$ cat src/rtl/lsuDefines.svh
`ifndef LSU_DEFINES_SVH
`define LSU_DEFINES_SVH

`define LSU_ADDR_W 32
`define LSU_SQN_W 7

// on-chip array size in 32-bit words
`define LSU_MEM_WORDS 256

// cycles from command acceptance to the response pulse
`define LSU_MEMC_LAT 3

`endif

$ cat src/rtl/memcPkg.sv
`include "lsuDefines.svh"

package memcPkg;

    typedef enum logic [2:0] {
        MEMC_NONE,
        MEMC_READ_BYTE,
        MEMC_READ_HALF,
        MEMC_READ_WORD,
        MEMC_WRITE_BYTE,
        MEMC_WRITE_HALF,
        MEMC_WRITE_WORD
    } memCmd;

    typedef struct packed {
        memCmd                  cmd;
        logic [`LSU_ADDR_W-1:0] readAddr;
        // low two bits give the first written byte lane
        logic [`LSU_ADDR_W-1:0] writeAddr;
        logic [31:0]            data;
    } memcReq;

    typedef struct packed {
        logic        stall;
        logic        ldValid;
        logic        stValid;
        // right-aligned read data, meaningful with ldValid
        logic [31:0] ldData;
    } memcRes;

endpackage

$ cat src/rtl/debugAccess.sv
`include "lsuDefines.svh"

module debugAccess import memcPkg::*; (
    input  logic                   clk,
    input  logic                   rst,
    input  logic                   dbgReq,
    input  logic                   dbgWrite,
    input  logic [`LSU_ADDR_W-1:0] dbgAddr,
    input  logic [31:0]            dbgWdata,
    input  memcRes                 memcIn,
    output logic                   dbgBusy,
    output logic                   dbgDone,
    output logic [31:0]            dbgRdata,
    output memcReq                 memcOut
);

    logic waiting;
    logic respSeen;

    always_comb begin
        waiting = dbgBusy && (memcOut.cmd == MEMC_NONE);
        respSeen = waiting && (memcIn.ldValid || memcIn.stValid);
    end

    always_ff @(posedge clk or posedge rst) begin
        if (rst) begin
            dbgBusy <= 1'b0;
            dbgDone <= 1'b0;
            memcOut <= memcReq'{cmd: MEMC_NONE, default: '0};
        end else begin
            dbgDone <= respSeen;
            if (!dbgBusy) begin
                // strobes during a busy access are dropped
                if (dbgReq) begin
                    dbgBusy <= 1'b1;
                    memcOut.cmd <= dbgWrite ? MEMC_WRITE_WORD : MEMC_READ_WORD;
                    memcOut.readAddr <= {dbgAddr[`LSU_ADDR_W-1:2], 2'b00};
                    memcOut.writeAddr <= {dbgAddr[`LSU_ADDR_W-1:2], 2'b00};
                    memcOut.data <= dbgWdata;
                end
            end else if (memcOut.cmd != MEMC_NONE) begin
                if (!memcIn.stall) begin
                    memcOut.cmd <= MEMC_NONE;
                end
            end else if (respSeen) begin
                dbgBusy <= 1'b0;
            end
        end
    end

    always_ff @(posedge clk) begin
        if (respSeen && memcIn.ldValid) begin
            dbgRdata <= memcIn.ldData;
        end
    end

endmodule

$ cat config.mk
export PLATFORM = sky130hd
export DESIGN_NAME = debugAccess
export DESIGN_NICKNAME = d
export VERILOG_FILES = /design/src/rtl/memcPkg.sv /design/src/rtl/debugAccess.sv
export VERILOG_INCLUDE_DIRS = /design/src /design/src/rtl
export SDC_FILE = /design/constraint.sdc
export NUM_CORES = 1
export LEC_CHECK = 0
export BUFFER_PORTS_ARGS = -buffer_cell sky130_fd_sc_hd__buf_2
export CAP_MARGIN = 20
export CORE_MARGIN = 10
export CORE_UTILIZATION = 39
export DETAILED_ROUTE_END_ITERATION = 7
export PLACE_DENSITY = 0.87
export SYNTH_ARGS = -nofsm -noshare
export SYNTH_HDL_FRONTEND = slang
export SYNTH_SLANG_ARGS = --single-unit
$ cat constraint.sdc
create_clock -name clk -period 1.96 [get_ports clk]
set_input_delay 0.294 -clock clk [delete_from_list [all_inputs] [get_ports clk]]
set_output_delay 0.294 -clock clk [all_outputs]
set_load 0.01 [all_outputs]
Word level (Yosys, flattened, before mapping)
Index checks and enable logic that the tools add are counted.

Flip-flop bits (word level): 99. Input port bits: 103. Word-level logic and storage cells: 27.

Eq/ne operators: 2. Multiplexer cells: 9. Bitwise logic cells: 1. Reductions and logical operators: 9.

Operators with widths (number): 99-bit 2-to-1 mux (1); 3-bit 2-to-1 mux (4); 1-bit 2-to-1 mux (4); 1-bit logical AND (3); 3-bit zero test (1); 3-bit AND reduction (1); 3-bit nonzero test (1); 2-bit by 1-bit inequality test with 1-bit output (second input constant) (1); 2-bit inequality test (second input constant) (1); 2-bit AND reduction (1); 2-bit nonzero test (1); 1-bit logical OR (1); 1-bit NOT (1).

Depth between registers and ports, before layout
Gate-level depths: netlist of run 1.

Depth after elaboration: 6. Gate-level depth with buffers: 4. Gate-level depth less buffers: 2.

Worst setup path after synthesis of run 1
OpenSTA, ideal clock, no wires.

Path type: register to register. From: register dbgBusy. To: register dbgRdata[0], enable pin. Library setup time: 0.392 ns. Arrival: 1.679 ns. Setup slack: -0.111 ns. Stages on the path, launching flop included: 3. Cell sequence: dfrtp_1 -> nor4b_1 -> and2_1.

Longest elaborated chain between the ends: 3.

RTL lines: from (decl) (line debugAccess.sv:11) `output logic dbgBusy,`; from (signal assigned) (line debugAccess.sv:27) `dbgBusy <= 1'b0;`; from (signal assigned) (line debugAccess.sv:35) `dbgBusy <= 1'b1;`; from (signal assigned) (line debugAccess.sv:46) `dbgBusy <= 1'b0;`; 1-bit logical AND (line debugAccess.sv:21) `waiting = dbgBusy && (memcOut.cmd == MEMC_NONE);`; 1-bit logical AND (line debugAccess.sv:22) `respSeen = waiting && (memcIn.ldValid || memcIn.stValid);`; 1-bit logical AND (line debugAccess.sv:52) `if (respSeen && memcIn.ldValid) begin`; to (signal assigned) (line debugAccess.sv:53) `dbgRdata <= memcIn.ldData;`; to (decl) (line debugAccess.sv:13) `output logic [31:0] dbgRdata,`.

Every way passes these cells. A chain may end at the register's enable or synchronous reset.

Final worst setup path of run 1
From: register memcOut[97] in the netlist's numbering. To: register dbgRdata[7], enable pin.

Longest elaborated chain between the ends: 4.

RTL lines: from (decl) (line debugAccess.sv:14) `output memcReq memcOut`; from (signal assigned) (line debugAccess.sv:29) `memcOut <= memcReq'{cmd: MEMC_NONE, default: '0};`; 3-bit zero test (line debugAccess.sv:21); 1-bit logical AND (line debugAccess.sv:21); 1-bit logical AND (line debugAccess.sv:22); 1-bit logical AND (line debugAccess.sv:52).

Every way passes these cells.

==> summary.txt, run 1 <==
most frequent cells after synthesis = dfrtp_1, mux2_4, buf_4
final non-filler cell total = 570
core footprint = 0.0102 mm2
Switch Pwr = 2.87 mW
final setup violation count = 0
post-CTS sizing = 0
antenna diode count = 0
number of antenna violations at the first check in global routing = 0
Final period util = 82.3%
number of synthesized register bits = 99
Clk network pwr share = 14.7%
TNS Setup = 0 ps
count leader, synth = dfrtp_1
Final Hold Viols = 0
sw frac = 34.7%
largest net degree at the start of global routing = 68
die area = 0.0149 mm2
layout cells sized above 1 = 72.8%
Flop pwr share = 42.6%
Initial DRC Count = 172
storage element area = 0.00264 mm2
CP Capture Type = flip-flop
run status = completed
H-tree depth = 3
GRT overflow = 0
count of different cell masters after synthesis = 23
I/O pin total = 236
Syn. warnings = 0
initial core utilization = 39.7%
vias per inst = 4.46
Area contributors post-synth = dfrtp_1, edfxtp_1, mux2_4, buf_4, buf_12
RR Startpoint = memcOut[97]
first-pass GRT wire length = 15500 um
Worst EP arrival = 1670 ps
hold_buf cts = 0
critical path class = reg -> reg
clk_lat worst skew = 360 ps
Area Overhead vs Synth = 29.8%
Worst Hold Class = in -> async
filler instances = 844
hold slack final = 14.3 ps
RSZ-0062 raised after global routing = no
number of global-route vias before repair = 2780
Final Util = 51.6%
Post-synth EDFFs = 32
final worst slack = 347 ps
clock buffer depth = 2
DR WL/cell = 18.6 um
DRC viols = 0
Final nets = 532
Final Max Slew Viols = 0
CP Launch Point = memcOut[97]
area of the multi-input gates = 0.00105 mm2
Worst EP required = 2020 ps
Root Driver = clkbuf_8
achievable frequency = 0.620 GHz
static leakage = 2.62 nW
IO buf count = 229
Die X = 122 um
die height = 122 um
worst-path maximum fanout = 32
Int Power = 5.39 mW
Mapped Area = 0.00406 mm2
CP startpoint kind = flip-flop
asr flop ratio synth = 67.7%
average size of a mapped cell = 18.3 um2
clock skew = 13.4 ps
ys flop type = dfrtp_1
Placed Cells = 554
post-DP HPWL = 8460 um
number of max-cap violations = 0
Post-CTS Setup Bufs = 0
Comb power frac = 42.7%
Total GRT Usage = 13.2%
DRT Pass-1 Iters = 4
CTS buffer count = 9
GPL Wtd Cong = 0.916
Seq/Total Area, Yosys = 64.9%
Clock transition at path regs = 100 ps
min Tclk post-route = 1610 ps
Routed WL = 10600 um
vias post-DR = 2542
# clock sinks = 99
cell count after synthesis = 222
Power Dens Cells = 1570 mW/mm2
CTS tree = yes
Routed Antenna Nets = 0
area share of the largest cell type after synthesis = 41.3%
Max VDD drop = 0.679 mV
row cnt = 37
Synth area leader = dfrtp_1
post-place setup slack = 360 ps
state kept, by name (all words and copies together) (netlist names):
name and cells:
dbgDone 1, memcOut 65, dbgBusy 1, dbgRdata 32
cell families (layout without fill, tap and decap cells):
| family | count (synthesis) | after routing | share of synthesized area (%) |
|---|---|---|---|
| AND/OR/NAND/NOR | 11 | 11 | 1.63 |
| AO/OA/AOI/OAI | 5 | 5 | 0.708 |
| other | 1 | 4 | 0.0923 |
| buffers and inverters | 43 | 252 | 9.70 |
| multiplexers | 63 | 63 | 23.0 |
| flip-flops | 99 | 99 | 64.9 |
metrics by stage:
stage,power [mW],instance area (um2)
6_report,8.26,5280
5_1_grt,8.75,5280
4_1_cts,8.41,5280
3_5_place_dp,7.16,5090
3_3_place_gp,7.04,5090
2_1_floorplan,6.04,4080
worst max-delay path, stage by stage, from the launching register on:
cell and delay, ps:
dfrtp_1 430, nor4b_1 430, and2_2 250, buf_12 200
area by class of cell:
class,count,share of cell area (%)
multi-input cells,83,19.9
well taps,136,3.23
repair buffers,234,23.1
flip-flops and latches,99,50.0
clock inverters,7,1.16
clock buffers,9,2.35
inverters,2,0.213
worst paths after layout:
kind / cells past startpoint / to / slack (ps)
setup / recovery: 3 / dbgRdata[7] / 350
hold / removal: 3 / memcOut[10] / 10
setup reg to reg: 3 / dbgRdata[7] / 350
hold reg to reg: 1 / memcOut[24] / 510
max in group asynchronous: 3 / dbgDone / 1660
min in group clk: 1 / dbgRdata[9] / 100
power by group through the flow:
stage                     Clock, mW  Combinational [mW]  Sequential, mW
after global routing           1.35                3.78            3.63
final                          1.22                3.52            3.52
after floorplan                   0                2.12            3.91
after global placement            0                3.53            3.51
after CTS                      1.27                3.61            3.53
after detailed placement          0                3.63            3.53
per-layer routing:
metal	track usage (%)	part of all wire (%)	vias to the layer above
met5	0	0	-
met4	4.86	1.4	0
met3	6.06	12	13
met2	21.7	47	163
met1	14.9	39	1221
li1	-	-	1145
layout by cell type (no fill, tap or decap):
cell	instances
mux2i_1	1
inv_1	1
a21boi_0	1
nor4b_1	1
or2b_1	1
clkinv_4	1
nor2_1	2
a21oi_1	1
nor2b_4	1
clkinvlp_4	5
dfrtp_1	67
mux2_4	60
clkbuf_8	9
conb_1	4
edfxtp_1	32
buf_12	3
nand2_1	1
buf_2	229
and2_2	1
nand3_1	1
mux2_2	2
o21ai_0	2
and2_1	1
inv_8	2
nand2b_1	1
a31oi_1	1
buf_4	2
or2_2	1
(Power assumes the default switching activity.)
==> run 2, diff against run 1 <==
- CORE_UTILIZATION: 39 -> 44
- PLACE_DENSITY: 0.87 -> 0.92
- clock period: 1.96 -> 1.6 ns (I/O delays scaled with it)
==> run 2 against run 1 <==
Net effect:
- flip-flop and latch count is the same
- clock power increased by 44%
- global-route usage rose by 2.4 points
- final cell count decreased by 2.3%
- wire length up 3.7%
- highest routed layer unchanged
- worst hold slack better by 46 ps
- combinational power grew 28%
==> summary.txt, run 2 (synthesis results as in run 1) <==
run status = completed
Int Power = 7.04 mW
Worst Hold Class = in -> reg
final setup violation count = 0
vias post-DR = 2566
Area Overhead vs Synth = 32.6%
first-pass GRT wire length = 16100 um
hold slack final = 60.4 ps
Final Max Slew Viols = 0
critical path class = reg -> reg
Routed Antenna Nets = 0
number of antenna violations at the first check in global routing = 0
Routed WL = 11000 um
antenna diode count = 0
CP delay by family, top = simple AND/OR/NAND/NOR gates
Die X = 116 um
GPL Wtd Cong = 0.836
CP peak stage delay = 430 ps
DR WL/cell = 19.7 um
RSZ-0062 raised after global routing = no
most frequent cells in the layout = buf_2, dfrtp_1, mux2_4
area of the multi-input gates = 0.00106 mm2
min Tclk post-route = 1490 ps
Buf/Inv on CP = 1
sw frac = 33.5%
die height = 116 um
number of global-route vias before repair = 2838
storage element area = 0.00264 mm2
Worst EP required = 1660 ps
Final period util = 93.1%
core footprint = 0.00911 mm2
Switch Pwr = 3.55 mW
clk_lat worst skew = 350 ps
IO buf count = 229
# clock sinks = 99
max reg flops = 65
slowest stage cell on the critical path = dfrtp_1
achievable frequency = 0.672 GHz
Comb power frac = 42.4%
CTS buffer count = 9
CP Capture Type = flip-flop
commonest non-fill, non-tap cell in the layout = buf_2
filler instances = 723
vias per inst = 4.61
CTS tree = yes
Final Hold Viols = 0
Reg with most FFs = memcOut
number of max-cap violations = 0
H-tree depth = 3
Initial DRC Count = 127
Clk network pwr share = 16.6%
largest net degree at the start of global routing = 36
Max VDD drop = 0.907 mV
static leakage = 2.72 nW
Final nets = 544
worst-path maximum fanout = 19
TNS Setup = 0 ps
Worst EP arrival = 1540 ps
row cnt = 35
CP startpoint kind = flip-flop
initial core utilization = 44.6%
I/O pin total = 236
Clock transition at path regs = 100 ps
Total GRT Usage = 15.6%
clock buffer depth = 2
layout cells sized above 1 = 73.1%
DRT Pass-1 Iters = 4
post-DP HPWL = 9000 um
die area = 0.0135 mm2
crit-path cells = nor4b_2 -> and2_4 -> buf_12
Flop pwr share = 40.9%
clock skew = 11.8 ps
DRC viols = 0
Power Dens Cells = 1970 mW/mm2
Root Driver = clkbuf_8
top flop regs = memcOut x65, dbgRdata x32
GRT overflow = 0
-- run 2: area by class of cell --
| cell class | instances | area share (%) |
|---|---|---|
| Multi-Input combinational cell | 83 | 19.6 |
| Sequential cell | 99 | 49.0 |
| Clock inverter | 4 | 0.952 |
| Clock buffer | 12 | 3.30 |
| Tap cell | 111 | 2.58 |
| Inverter | 2 | 0.209 |
| Timing Repair Buffer | 246 | 24.4 |
-- run 2: through the flow --
stage	setup WS (ps)	utilization, %	cell area (um2)	instances	power (mW)
floorplan	7.52	-	4080	225	7.40
global placement	72.1	56.5	5140	540	8.75
detailed placement	51.8	56.5	5140	540	8.94
CTS	47.2	59.1	5380	557	10.7
global route	23.9	59.1	5390	557	11.2
finish	111	59.1	5390	557	10.6
-- run 2: worst paths after layout --
check / from / endpoint / slack (ps) / cells after the start
worst max-delay path: memcOut[97] / dbgRdata[16] / 110 / 3
worst min-delay path: memcIn[23] / dbgRdata[23] / 60 / 1
worst max register to register: memcOut[97] / dbgRdata[16] / 110 / 3
worst min register to register: memcOut[14] / memcOut[14] / 510 / 1
max in group asynchronous: rst / memcOut[44] / 640 / 4
min in group asynchronous: rst / memcOut[7] / 400 / 3
-- run 2: power by group through the flow --
stage	clock, mW	combinational (mW)	sequential, mW
2_1_floorplan	0	2.61	4.79
3_3_place_gp	0	4.46	4.29
3_5_place_dp	0	4.58	4.36
4_1_cts	1.80	4.59	4.34
5_1_grt	1.92	4.80	4.49
6_report	1.76	4.50	4.33
-- run 2: what timing repair did --
item	4_1_cts	5_1_grt
resized for setup	0	1
hold buffers	1	0
buffers inserted	0	0
hold endpoints to repair	12	0
endpoints found under the setup margin	0	29
-- run 2: per-layer routing --
layer  routed length, um  up-vias  share of wire [%]  track usage [%]
met2                5690      144                 52             28.0
met3                1110        9                 10             6.27
met5                   0        -                  0                0
met1                4040     1244                 37             16.4
met4                 123        0                1.1             5.17
li1                    -     1169                  -                -
==> run 3, diff against run 2 <==
- BUFFER_PORTS_ARGS: -buffer_cell sky130_fd_sc_hd__buf_2 -> default
- CORE_UTILIZATION: 44 -> 55
- DONT_BUFFER_PORTS: default -> 1
- PLACE_DENSITY: 0.92 -> 0.82
==> run 3 against run 2 <==
Net effect:
- utilization is 6.0 points higher
- clock skew is 1.0 ps higher
- wire length is 9.1% lower
- critical path depth is 1 higher
- fmax is 2.3% lower
- critical path type unchanged
- critical endpoint is now dbgRdata[31]
- largest power group is now sequential cells
==> summary.txt, run 3 (synthesis results as in run 1) <==
storage element area = 0.00264 mm2
most frequent cells in the layout = dfrtp_1, mux2_4, dlygate4sd3_1
RR Startpoint = memcOut[97]
filler instances = 497
CP dominant cell by count = buf_4
first-pass GRT wire length = 14400 um
met1 usage = 18.4%
crit-path cells = nor4b_1 -> buf_4 -> and2_4 -> buf_4
GRT overflow = 0
area of the multi-input gates = 0.00105 mm2
Worst EP required = 1660 ps
initial core utilization = 56.3%
hold_sp = dbgAddr[6]
number of antenna violations at the first check in global routing = 0
CP peak stage delay = 390 ps
row cnt = 31
Area Overhead vs Synth = 15.6%
static leakage = 1.99 nW
achievable frequency = 0.656 GHz
GPL Wtd Cong = 0.681
RSZ-0062 raised after global routing = no
CP Capture Type = flip-flop
clk_lat worst skew = 360 ps
Worst R2R Path Depth = 4
Initial DRC Count = 79
clock skew = 12.8 ps
met3 Resource Use GR = 9.96%
antenna diode count = 0
Routed Antenna Nets = 0
vias per inst = 5.31
Die X = 106 um
slowest stage cell on the critical path = dfrtp_1
Routed WL = 9960 um
top flop regs = memcOut x65, dbgRdata x32
H-tree depth = 3
die height = 106 um
Final Hold Viols = 0
DRC viols = 0
Max VDD drop = 0.969 mV
Final Util = 65.1%
core footprint = 0.00721 mm2
met2 usage = 27.0%
IO buf count = 0
worst-path maximum fanout = 12
run status = completed
Clock transition at path regs = 100 ps
design area = 0.00470 mm2
max reg flops = 65
DR WL/cell = 27.4 um
Power Dens Cells = 1940 mW/mm2
commonest non-fill, non-tap cell in the layout = dfrtp_1
Buf/Inv on CP = 2
CP Launch Point = memcOut[97]
Total GRT Usage = 17.0%
CTS tree = yes
Final Max Slew Viols = 0
vias post-DR = 1934
number of global-route vias before repair = 2110
I/O pin total = 236
worst r2r dst = dbgRdata[31]
hold slack final = 19.0 ps
Worst Hold Class = in -> reg
hold depth = 1
Hold Crit Endpoint = memcOut[38]
Final nets = 363
CTS buffer count = 9
worst reg2reg setup slack = 80 ps
Root Driver = clkbuf_8
TNS Setup = 0 ps
min Tclk post-route = 1520 ps
post-DP HPWL = 7060 um
die area = 0.0112 mm2
# clock sinks = 99
Worst EP arrival = 1580 ps
clock buffer depth = 2
largest net degree at the start of global routing = 42
DRT Pass-1 Iters = 4
critical path class = reg -> reg
layout cells sized above 1 = 37.4%
final setup violation count = 0
GR peak layer = met2
CP delay by family, top = simple AND/OR/NAND/NOR gates
CP startpoint kind = flip-flop
Final period util = 95.3%
post-place instance area = 0.00404 mm2
Reg with most FFs = memcOut
number of max-cap violations = 0
-- run 3: per-layer routing --
metal  share of wire (%)  up-vias
met5                   0        -
met4                 1.4        0
met3                  13       16
met2                  48      152
met1                  37      956
li1                    -      810
-- run 3: repair_timing --
action                                  4_1_cts  5_1_grt
endpoints found under the setup margin        0       11
setup buffers                                 0        0
endpoints found under the hold margin        99       15
hold buffers                                 33       15
gates resized for setup                       0        1
-- run 3: final cells by class --
cell class	instances	area share [%]
flip-flops and latches	99	56.2
multi-input cells	83	22.4
repair buffers	65	14.8
clock buffers	10	2.72
well taps	99	2.64
clock inverters	6	1.04
inverters	2	0.240
-- run 3: worst max-delay path by stage --
stage,to,slack (ps),cells past startpoint
4_1_cts,dbgRdata[14],70,4
5_1_grt,dbgRdata[31],8,4
2_1_floorplan,dbgRdata[0],8,2
3_3_place_gp,dbgRdata[12],90,4
3_5_place_dp,dbgRdata[12],110,4
6_report,dbgRdata[31],80,4
-- run 3: stage by stage --
step           power [mW]  cells  setup WS [ps]
2_1_floorplan        7.40    225           7.52
3_3_place_gp         7.49    300           89.8
3_5_place_dp         7.62    300            106
4_1_cts              9.13    349           71.5
5_1_grt              9.58    364           7.52
6_report             9.11    364           75.6
-- run 3: report_power, final --
group | switching, mW | leakage (nW) | internal, mW
Sequential | 1.63 | 1.09 | 3.69
Combinational | 0.763 | 0.815 | 1.59
Clock | 0.857 | 0.0848 | 0.583
Total | 3.25 | 1.99 | 5.86
