[config.mk]
export PLATFORM = sky130hd
export DESIGN_NAME = memArbiter
export DESIGN_NICKNAME = d
export VERILOG_FILES = /design/src/rtl/memcPkg.sv /design/src/rtl/memArbiter.sv
export VERILOG_INCLUDE_DIRS = /design/src /design/src/rtl
export SDC_FILE = /design/constraint.sdc
export NUM_CORES = 1
export LEC_CHECK = 0
export ABC_AREA = 1
export BUFFER_PORTS_ARGS = -buffer_cell sky130_fd_sc_hd__buf_2
export CAP_MARGIN = 20
export CORE_AREA = 3 3 158 160
export DETAILED_ROUTE_END_ITERATION = 6
export DIE_AREA = 0 0 161 163
export PLACE_DENSITY = 0.46
export SETUP_SLACK_MARGIN = 0.5
export SYNTH_ARGS = -nofsm -noshare
export SYNTH_HDL_FRONTEND = slang
export SYNTH_SLANG_ARGS = --single-unit
export TNS_END_PERCENT = 100
[constraint.sdc]
create_clock -name clk -period 2.7 [get_ports clk]
set_input_delay 0.54 -clock clk [delete_from_list [all_inputs] [get_ports clk]]
set_output_delay 0.54 -clock clk [all_outputs]
set_load 0.01 [all_outputs]
[src/rtl/lsuDefines.svh]
`ifndef LSU_DEFINES_SVH
`define LSU_DEFINES_SVH

`define LSU_ADDR_W 32
`define LSU_SQN_W 7

// on-chip array size in 32-bit words
`define LSU_MEM_WORDS 256

// cycles from command acceptance to the response pulse
`define LSU_MEMC_LAT 3

`endif

[src/rtl/memcPkg.sv]
`include "lsuDefines.svh"

package memcPkg;

    typedef enum logic [2:0] {
        MEMC_NONE,
        MEMC_READ_BYTE,
        MEMC_READ_HALF,
        MEMC_READ_WORD,
        MEMC_WRITE_BYTE,
        MEMC_WRITE_HALF,
        MEMC_WRITE_WORD
    } memCmd;

    typedef struct packed {
        memCmd                  cmd;
        logic [`LSU_ADDR_W-1:0] readAddr;
        // low two bits give the first written byte lane
        logic [`LSU_ADDR_W-1:0] writeAddr;
        logic [31:0]            data;
    } memcReq;

    typedef struct packed {
        logic        stall;
        logic        ldValid;
        logic        stValid;
        // right-aligned read data, meaningful with ldValid
        logic [31:0] ldData;
    } memcRes;

endpackage

[src/rtl/memArbiter.sv]
module memArbiter import memcPkg::*; (
    input  logic   clk,
    input  logic   rst,
    input  memcReq lsuReq,
    input  memcReq dbgReq,
    input  memcRes memcIn,
    output memcRes lsuRes,
    output memcRes dbgRes,
    output memcReq memcOut
);

    typedef enum logic [1:0] {OWN_NONE, OWN_LSU, OWN_DBG} ownerSel;

    ownerSel owner;
    logic    selLsu;
    logic    selDbg;
    logic    accepted;
    logic    respDone;

    always_comb begin
        selLsu = 1'b0;
        selDbg = 1'b0;
        case (owner)
            OWN_LSU: selLsu = 1'b1;
            OWN_DBG: selDbg = 1'b1;
            default: begin
                // the load/store unit wins a tie
                if (lsuReq.cmd != MEMC_NONE) begin
                    selLsu = 1'b1;
                end else if (dbgReq.cmd != MEMC_NONE) begin
                    selDbg = 1'b1;
                end
            end
        endcase

        if (selLsu) begin
            memcOut = lsuReq;
        end else if (selDbg) begin
            memcOut = dbgReq;
        end else begin
            memcOut = memcReq'{cmd: MEMC_NONE, default: '0};
        end

        lsuRes = memcIn;
        dbgRes = memcIn;
        if (!selLsu) begin
            lsuRes.stall = 1'b1;
            lsuRes.ldValid = 1'b0;
            lsuRes.stValid = 1'b0;
        end
        if (!selDbg) begin
            dbgRes.stall = 1'b1;
            dbgRes.ldValid = 1'b0;
            dbgRes.stValid = 1'b0;
        end

        accepted = (owner == OWN_NONE) && (memcOut.cmd != MEMC_NONE) && !memcIn.stall;
        respDone = memcIn.ldValid || memcIn.stValid;
    end

    // ownership lasts from acceptance through the response pulse
    always_ff @(posedge clk or posedge rst) begin
        if (rst) begin
            owner <= OWN_NONE;
        end else if (accepted) begin
            owner <= selLsu ? OWN_LSU : OWN_DBG;
        end else if (owner != OWN_NONE && respDone) begin
            owner <= OWN_NONE;
        end
    end

endmodule

Word level (Yosys, flattened, before mapping). Index checks and enable logic that the tools add are counted.

Output and inout bits: 169. Logic and storage cells: 26. Register bits: 2.

Muxes and demuxes: 12. Reductions and logical operators: 11. Equal/unequal tests: 2.

Operator list (number): 2-to-1 mux 99 bit (2); nonzero test 3 bit (3); 2-to-1 mux 2 bit (3); 2-to-1 mux 3 bit (2); one-hot mux 1 bit (2 select lines) (2); nonzero test 2 bit (2); logical AND 1 bit (3); 2-to-1 mux 1 bit (3); == test 2 x 1 -> 1 bit (second input constant) (1); == test 2 bit (second input constant) (1); zero test 2 bit (1); zero test 1 bit (1); logical OR 1 bit (1).

Longest topological paths before layout. Gate-level depths: netlist (run 1).

Depth in word-level cells: 10. Depth in mapped cells: 12. Depth with buffers taken out: 12.

Worst setup path before layout (run 1). Ideal clock, no wire load.

Path kind: register to output. Start: register owner[0]. End: output memcOut[88] (netlist bit). Cell stages (with the launch flop): 11. Arrival time: 1.578 ns. Path buffers: 3. Path slack: 0.582 ns. Cells stage by stage: dfrtp_1 inv_1 ha_1 nor2_2 nand2_2 nand2_2 buf_6 buf_6 buf_6 nand3_1 nand2_1.

RTL lines: from (decl) (line memArbiter.sv:14) `ownerSel owner;`; from (signal assigned) (line memArbiter.sv:66) `owner <= selLsu ? OWN_LSU : OWN_DBG;`; to (decl) (line memArbiter.sv:9) `output memcReq memcOut`.

==> reports/results.tsv, run 1 <==
stage	metric	value	unit
layout	share of layout cells above drive strength 1	0.578	
cts	htree depth	1	
global_route	GR Overflow Total	0	
synth	register area share after synthesis	0.0229	
layout	register area	50.0	µm²
setup_path	Critical Path Source Type	flop	
layout	Fill cells	2695	
sta	Setup Viol. Count Final	0	
run	Max-Cap Viols	0	
drt	Detailed Route WL	17100	µm
sta	Worst-Margin Slew	252	ps
outcome	outcome	finished clean	
cts	# hold bufs at CTS	0	
setup_path	reg-to-reg critical path startpoint	owner[1]	
layout	Most flops, register	owner	
floorplan	I/O pin count	404	
sta	unrepaired setup endpoints after global routing	yes	
floorplan	# rows	56	
placed_design	Port Buffers	307	
floorplan	Die Y-Extent	163	µm
drt	wire per inst	16.7	µm
setup_path	worst-case reg-to-reg path depth	16	
sta	clk_skew	0.297	ps
setup_path	Crit path required time	2160	ps
power	Tot Pwr	6.72	mW
cts	clock latency on the worst-skew pair	220	ps
global_route	initial antenna violation count	5	
floorplan	Initial Util	0.0927	
sta	Setup TNS	0	ps
cts	CTS tree	done	
sta	Pins Over Slew Limit	0	
layout	P&R area growth vs syn	118	%
synth	synthesized instance count	444	
power	Static Leakage	2.80	nW
synth	count leader, synth	nand2_1	
setup_path	worst r2r dst	owner[1]	
sta	worst relative slew slack	0.832	
global_route	first-pass GRT wire length	20300	µm
sta	WHS	174	ps
synth	syn_nets	682	
sta	FMAX	402	MHz
synth	cell area after synthesis	2180	µm²
setup_path	r2r setup slk	550	ps
cts	root buf cell	clkbuf_16	
setup_path	Max FO, Critical Path	11	
layout	max reg flops	2	
drt	DR iter-0 viols	177	
layout	Top Registers	owner (2)	
cts	CTS buffer count	3	
drt	post-route ant nets	0	
synth	area leader, netlist	nand2_1	
global_route	largest net degree at the start of global routing	45	
sta	Fin. Hold Viols	0	
synth	Yosys Warn Count	0	
synth	Synth Flop Type	dfrtp_1	
power	PD cells	1410	nW/µm²
layout	area occupied by multi-input gates	1660	µm²
global_route	GRT Resource Usage Total	0.0986	
global_route	vias in the first global route	3687	
floorplan	Core Box Area	23500	µm²
synth	Seq cells post-synth	2	
worst_hold_path	Hold Path Class	in -> async	
sta	minimum clock period after layout	2490	ps
placed_design	GP Congestion	0.696	
synth	Synth top cells by count	nand2_1 (202), nand3_1 (99), buf_4 (66)	
drt	DR DRC count	0	
cts	clk sinks	2	
layout	Final Core Density	0.202	
synth	Post-synth EDFFs	0	
placed_design	pre-CTS setup slack	258	ps
power	peak supply drop	0.626	mV
sta	PnR worst setup slack	211	ps
cts	CTS clk-pin slew, worst paths	30	ps
layout	# nets final	944	
placed_design	placed wire-length estimate	9990	µm
setup_path	crit path kind	reg -> out	
synth	Syn Area/Cell	4.91	µm²
cts	Clock Path Buffers	2	
synth	top post-synthesis cells by area	nand2_1 (35%), buf_4 (23%), nand3_1 (23%), inv_1 (3.3%), buf_2 (2.5%)	
floorplan	die area	26200	µm²
drt	drt pass-1 iters	4	
synth	Netlist cell types	16	
floorplan	DIE WIDTH	161	µm
drt	Vias	3914	
sta	fin crit share	0.922	
synth	Post-synth ARST share	1.00	
drt	Via density	3.82	
synth	Yosys top cell area share	0.347	
setup_path	endpoint type of the worst setup path	output port	
setup_path	CP arrival	1950	ps
==> critical path, cell delays in order (launching register included) <==
cell and delay, ps:
dfrtp_1 380, inv_2 90, ha_4 220, nor2_4 150, nand2_4 90, nand2_8 100
buf_12 150, clkinv_16 80, clkbuf_16 180, nand2_1 90, nand2_1 50, buf_2 130
==> cell usage in the layout (no fill, tap or decap), types with 3 or more instances in the layout <==
cell       netlist  final
nand2_4          0      3
buf_12           0     11
inv_1           19     17
nand2_1        202    193
a21oi_1          5      4
nand3_1         99     70
clkbuf_16        0     12
nor2_1          10      9
nand3_2          0     27
buf_4           66      9
nand2_2          3      8
buf_16           0     12
buf_2           11    301
buf_6            4      8
==> repair_timing <==
item                                    in CTS  in global routing
buffers inserted                            17                  0
endpoints found under the setup margin     105                106
resized for setup                           25                 52
gates cloned                                 9                 13
pin swaps                                    5                 48
==> per-layer routing <==
| metal | global-route usage | vias to the layer above | part of all wire |
|---|---|---|---|
| met5 | 0 | - | 0.0024 |
| met4 | 0.0418 | 6 | 0.047 |
| met3 | 0.0262 | 59 | 0.089 |
| met2 | 0.187 | 268 | 0.51 |
| met1 | 0.102 | 1720 | 0.35 |
| li1 | - | 1861 | - |
==> worst max-delay path by stage <==
stage / start / endpoint / slack, ps / depth (start not counted)
final: owner[1] / memcOut[27] / 210 / 11
after global placement: owner[0] / memcOut[94] / 290 / 10
after global routing: owner[1] / memcOut[76] / 140 / 11
after detailed placement: owner[0] / memcOut[95] / 260 / 10
after floorplan: owner[0] / memcOut[88] / 580 / 10
after CTS: owner[1] / memcOut[27] / 250 / 11
==> cell type report <==
type,count,area share
diodes,2,0.00105
well taps,319,0.0838
clock buffers,3,0.0158
inverters,20,0.0213
repair buffers,351,0.516
flip-flops and latches,2,0.0105
repair inverters,1,0.00237
multi-input cells,327,0.350
==> metrics by stage <==
step	area (µm²)	cells
finish	4760	1025
global route	4760	1025
CTS	4240	1010
detailed placement	3600	981
global placement	3600	981
floorplan	2180	444
==> power breakdown <==
| part | switching [mW] | internal (mW) | total [mW] |
|---|---|---|---|
| registers | 0.00865 | 0.0432 | 0.0519 |
| logic | 3.47 | 2.97 | 6.44 |
| clock network | 0.0306 | 0.188 | 0.219 |
==> cells by family (layout without fill, tap and decap cells) <==
family | count (synthesis) | after routing | synth area share
and+or+nand+nor | 317 | 317 | 0.609
buffers and inverters | 115 | 375 | 0.331
adders and majority gates | 3 | 3 | 0.0172
AOI/OAI and AO/OA | 7 | 7 | 0.0195
other | 0 | 2 | 0
DFF | 2 | 2 | 0.0229
No activity file was read; power rests on OpenSTA's default activity.
==> inputs of run 2 (changes only) <==
Clock period 2.7 ns to 2.6 ns, I/O delays scaled along.
==> run 2 against run 1 <==
Final area is 5.6% lower. Combinational power down 5.1%. Clock skew is essentially flat. Die area unchanged. Non-clock buffer count is 5 lower. Sequential cell count unchanged. Via count decreased by 1.8%. Register-to-register slack hardly changed. Total power decreased by 4.8%. Clock power grew 4%. First-iteration DRC count decreased by 36%. Largest cell class unchanged. Largest power group unchanged.
==> reports/results.tsv, run 2 (synthesis results as in run 1) <==
stage	metric	value	unit
floorplan	I/O pin count	404	
drt	wire per inst	16.8	µm
sta	Setup Viol. Count Final	0	
global_route	GR Util met1	0.0952	
sta	Setup TNS	0	ps
floorplan	die area	26200	µm²
layout	Most flops, register	owner	
global_route	GR Overflow Total	0	
global_route	vias in the first global route	3515	
floorplan	DIE WIDTH	161	µm
global_route	GRT Resource Usage Total	0.0922	
setup_path	CP arrival	1960	ps
drt	drt pass-1 iters	4	
placed_design	placed insts	981	
drt	DR iter-0 viols	113	
layout	Fill cells	2696	
global_route	M3 GR Usage	0.0239	
sta	clk_skew	0.0683	ps
setup_path	crit path kind	reg -> out	
layout	max reg flops	2	
sta	minimum clock period after layout	2480	ps
drt	DR DRC count	0	
layout	Top Registers	owner (2)	
sta	unrepaired setup endpoints after global routing	yes	
setup_path	endpoint type of the worst setup path	output port	
placed_design	GP Congestion	0.708	
layout	share of layout cells above drive strength 1	0.552	
placed_design	placed wire-length estimate	9950	µm
drt	post-route ant nets	0	
drt	Vias	3845	
sta	Worst-Margin Slew	258	ps
setup_path	Critical Path Source Type	flop	
worst_hold_path	Hold Path Class	in -> async	
layout	leading cell type in the layout, fill and taps excluded	buf_2	
cts	clock latency on the worst-skew pair	220	ps
sta	FMAX	404	MHz
power	peak supply drop	0.474	mV
cts	# hold bufs at CTS	0	
power	PD cells	1420	nW/µm²
layout	P&R area growth vs syn	106	%
floorplan	Core Box Area	23500	µm²
drt	Via density	3.78	
layout	n_diodes	0	
cts	Clock Path Buffers	2	
floorplan	# rows	56	
run	Max-Cap Viols	0	
cts	CTS clk-pin slew, worst paths	30	ps
global_route	first-pass GRT wire length	19100	µm
floorplan	Initial Util	0.0927	
drt	Detailed Route WL	17100	µm
global_route	busiest layer in global routing	met2	
layout	# nets final	939	
layout	Layout Cells excl Fill	1018	
global_route	grt met2 use	0.175	
setup_path	Max FO, Critical Path	25	
cts	clk sinks	2	
cts	CTS tree	done	
sta	Fin. Hold Viols	0	
sta	worst relative slew slack	0.828	
floorplan	Die Y-Extent	163	µm
placed_design	Port Buffers	307	
sta	Pins Over Slew Limit	0	
cts	root buf cell	clkbuf_16	
global_route	largest net degree at the start of global routing	51	
cts	htree depth	1	
cts	CTS buffer count	3	
sta	fin crit share	0.953	
layout	most frequent cells in the layout	buf_2 (305), nand2_1 (198), nand3_1 (84), inv_1 (17), nand3_2 (14)	
setup_path	Crit path required time	2080	ps
power	Static Leakage	2.73	nW
outcome	outcome	finished clean	
global_route	initial antenna violation count	3	
[run 2: worst paths after layout]
check | start | end | slack (ps) | cells past startpoint
worst max-delay path | owner[1] | memcOut[74] | 120 | 10
worst min-delay path | rst | owner[0] | 150 | 2
worst max register to register | owner[1] | owner[1] | 550 | 15
worst min register to register | owner[1] | owner[1] | 760 | 5
max in group asynchronous | rst | owner[1] | 2330 | 2
min in group clk | memcIn[34] | owner[0] | 680 | 5
[run 2: metal layers]
layer | vias up | wire, µm
met4 | 6 | 744
met5 | - | 34
met1 | 1689 | 6320
met3 | 53 | 1420
li1 | 1843 | -
met2 | 254 | 8550
[run 2: worst max-delay path, cell delays in order, from the launching register on]
cell and delay [ps]:
dfrtp_1 380, inv_2 90, ha_4 220, nor2_4 140, nand2_4 90, nand2_8 120, buf_12 130, buf_16 160
nand3_1 160, nand2_1 80, buf_2 130
[run 2: metrics by stage]
stage / hold WS [ps] / power [mW] / util / setup slack (ps) / area (µm²)
after floorplan: 261 / 2.48 / - / 502 / 2180
after global placement: 372 / 3.93 / 0.153 / 204 / 3600
after detailed placement: 373 / 3.90 / 0.153 / 181 / 3600
after CTS: 155 / 5.21 / 0.170 / 190 / 3990
after global routing: 161 / 6.89 / 0.191 / 56.3 / 4500
final: 152 / 6.39 / 0.191 / 123 / 4500
[run 2: report_power, final]
group / switching [mW] / internal, mW / total (mW)
logic: 3.41 / 2.70 / 6.11
registers: 0.00907 / 0.0449 / 0.0540
clock network: 0.0321 / 0.195 / 0.227
[run 2: layout make-up]
cell class / instances / area, µm² / share of cell area
Tap cell: 319 / 399 / 0.0888
Inverter: 20 / 87.6 / 0.0195
Clock buffer: 3 / 75.1 / 0.0167
Timing Repair Buffer: 346 / 2290 / 0.508
Multi-Input combinational cell: 328 / 1600 / 0.355
Sequential cell: 2 / 50.0 / 0.0111
[run 2: what timing repair did]
| item | in CTS | in global routing |
|---|---|---|
| setup endpoints to repair | 106 | 106 |
| cloned | 5 | 13 |
| pin swaps | 2 | 21 |
| resized for setup | 16 | 34 |
| buffers inserted | 9 | 7 |
==> inputs of run 3 (changes only) <==
Settings changed: GPL_TIMING_DRIVEN from default to 0.
==> run 3 against run 2 <==
Non-clock buffer count rose by 150. Critical path type unchanged. Critical endpoint is now memcOut[87]. Register-to-register slack improved by 30 ps. Via count rose by 11%. Largest power group unchanged. Maximum frequency rose by 0.77%. Core utilization rose by 6.4 points. Worst setup slack improved by 19 ps. Sequential cell count did not move.
==> reports/results.tsv, run 3 (synthesis results as in run 1) <==
stage	metric	value	unit
outcome	outcome	finished clean	
placed_design	placed insts	1134	
sta	Setup TNS	0	ps
global_route	GR Overflow Total	0	
layout	leading cell type in the layout, fill and taps excluded	buf_2	
cts	htree depth	1	
layout	max reg flops	2	
power	peak supply drop	0.497	mV
drt	DR iter-0 viols	108	
drt	Detailed Route WL	16300	µm
drt	post-route ant nets	0	
floorplan	# rows	56	
power	PD cells	1180	nW/µm²
layout	P&R area growth vs syn	175	%
setup_path	Worst Setup SP	owner[1]	
sta	WHS	145	ps
layout	most frequent cells in the layout	buf_2 (342), nand2_1 (176), buf_4 (73), nand3_2 (62), buf_6 (39)	
cts	root buf cell	clkbuf_16	
global_route	initial antenna violation count	1	
drt	Vias	4277	
power	Static Leakage	3.43	nW
placed_design	GP Congestion	0.768	
setup_path	slowest cell on the critical path	dfrtp_1	
sta	unrepaired setup endpoints after global routing	yes	
setup_path	Crit path required time	2080	ps
sta	Setup Viol. Count Final	0	
setup_path	worst path cell trace	inv_2 -> ha_4 -> nor2_4 -> nand2_4 -> nand2_8 -> buf_12 -> buf_12 -> buf_8 -> nand3_1 -> nand2_1 -> buf_2	
setup_path	Worst Setup EP	memcOut[87]	
setup_path	endpoint type of the worst setup path	output port	
cts	CTS buffer count	3	
setup_path	crit path kind	reg -> out	
placed_design	placed wire-length estimate	12900	µm
cts	CTS tree	done	
layout	n_diodes	0	
setup_path	reg-to-reg critical path startpoint	owner[1]	
global_route	GRT Resource Usage Total	0.104	
setup_path	Max FO, Critical Path	7	
cts	clock latency on the worst-skew pair	220	ps
floorplan	DIE WIDTH	161	µm
drt	wire per inst	14.0	µm
cts	CTS clk-pin slew, worst paths	30	ps
floorplan	I/O pin count	404	
sta	FMAX	407	MHz
worst_hold_path	Hold Path Class	in -> async	
floorplan	Core Box Area	23500	µm²
setup_path	worst r2r dst	owner[1]	
sta	Fin. Hold Viols	0	
sta	clk_skew	0.808	ps
setup_path	CP arrival	1940	ps
floorplan	Initial Util	0.0927	
floorplan	die area	26200	µm²
setup_path	max incr delay on CP	380	ps
layout	Most flops, register	owner	
drt	DR DRC count	0	
sta	worst relative slew slack	0.817	
floorplan	Die Y-Extent	163	µm
setup_path	crit-path most repeated cell	buf_12	
drt	Via density	3.66	
global_route	largest net degree at the start of global routing	11	
sta	minimum clock period after layout	2460	ps
layout	Top Registers	owner (2)	
sta	fin crit share	0.945	
layout	share of layout cells above drive strength 1	0.722	
run	Max-Cap Viols	0	
layout	# nets final	1088	
setup_path	Critical Path Source Type	flop	
cts	Clock Path Buffers	2	
placed_design	Port Buffers	371	
setup_path	r2r setup slk	580	ps
sta	Pins Over Slew Limit	0	
global_route	first-pass GRT wire length	21900	µm
drt	drt pass-1 iters	4	
cts	clk sinks	2	
layout	Layout Cells excl Fill	1167	
global_route	vias in the first global route	4211	
setup_path	worst-case reg-to-reg path depth	15	
sta	Worst-Margin Slew	274	ps
[run 3: cell count changes in the layout (fill, tap and decap cells not counted), moves of 13 or more]
cell	change
nand2_2	+22
buf_8	+13
buf_4	+62
buf_2	+37
nand2_1	-22
nand3_2	+48
nand3_1	-54
buf_6	+34
[run 3: timing repair]
action | in CTS | in global routing
setup endpoints to repair | 105 | 106
gates cloned | 6 | 6
pin swaps | 17 | 80
resized for setup | 117 | 129
hold buffers | 0 | 0
setup buffers | 15 | 3
[run 3: per-stage QoR]
| step | total power, mW | util | area, µm² | worst slack (ps) |
|---|---|---|---|---|
| after floorplan | 2.48 | - | 2180 | 502 |
| after global placement | 4.41 | 0.189 | 4440 | -378 |
| after detailed placement | 4.38 | 0.189 | 4440 | -399 |
| after CTS | 6.08 | 0.223 | 5250 | 149 |
| after global routing | 7.69 | 0.255 | 6000 | 30.2 |
| final | 7.10 | 0.255 | 6000 | 142 |
[run 3: final cells by class]
cell class | instances | area, µm²
flip-flops and latches | 2 | 50.0
repair buffers | 401 | 2510
multi-input cells | 327 | 1950
plain buffers | 95 | 927
inverters | 20 | 85.1
well taps | 319 | 399
clock buffers | 3 | 75.1
fillers | 2649 | 17500
[run 3: worst min-delay path by stage]
stage          from        to  slack [ps]  depth (start not counted)
4_1_cts         rst  owner[1]         150                          2
3_3_place_gp    rst  owner[1]         370                          2
5_1_grt         rst  owner[1]         170                          2
2_1_floorplan   rst  owner[0]         260                          1
6_report        rst  owner[1]         150                          2
3_5_place_dp    rst  owner[1]         370                          2
[run 3: metal layers]
layer	GRT usage	vias up	wire, µm
met3	0.0160	16	1240
met4	0.0137	2	232
met1	0.114	1848	5900
met5	0	-	13
li1	-	2150	-
met2	0.214	261	8910
[run 3: power by group]
group,leakage [nW],switching (mW),internal [mW]
combinational,3.37,3.58,3.24
sequential,0.0256,0.00894,0.0449
clock,0.0370,0.0335,0.196
total,3.43,3.62,3.48
[run 3: worst max-delay path: cells and delay by family (launching register included)]
family        cells  cell delay, ps
simple gates      5             480
buf+inv           5             630
flops             1             380
fa+ha+maj         1             210
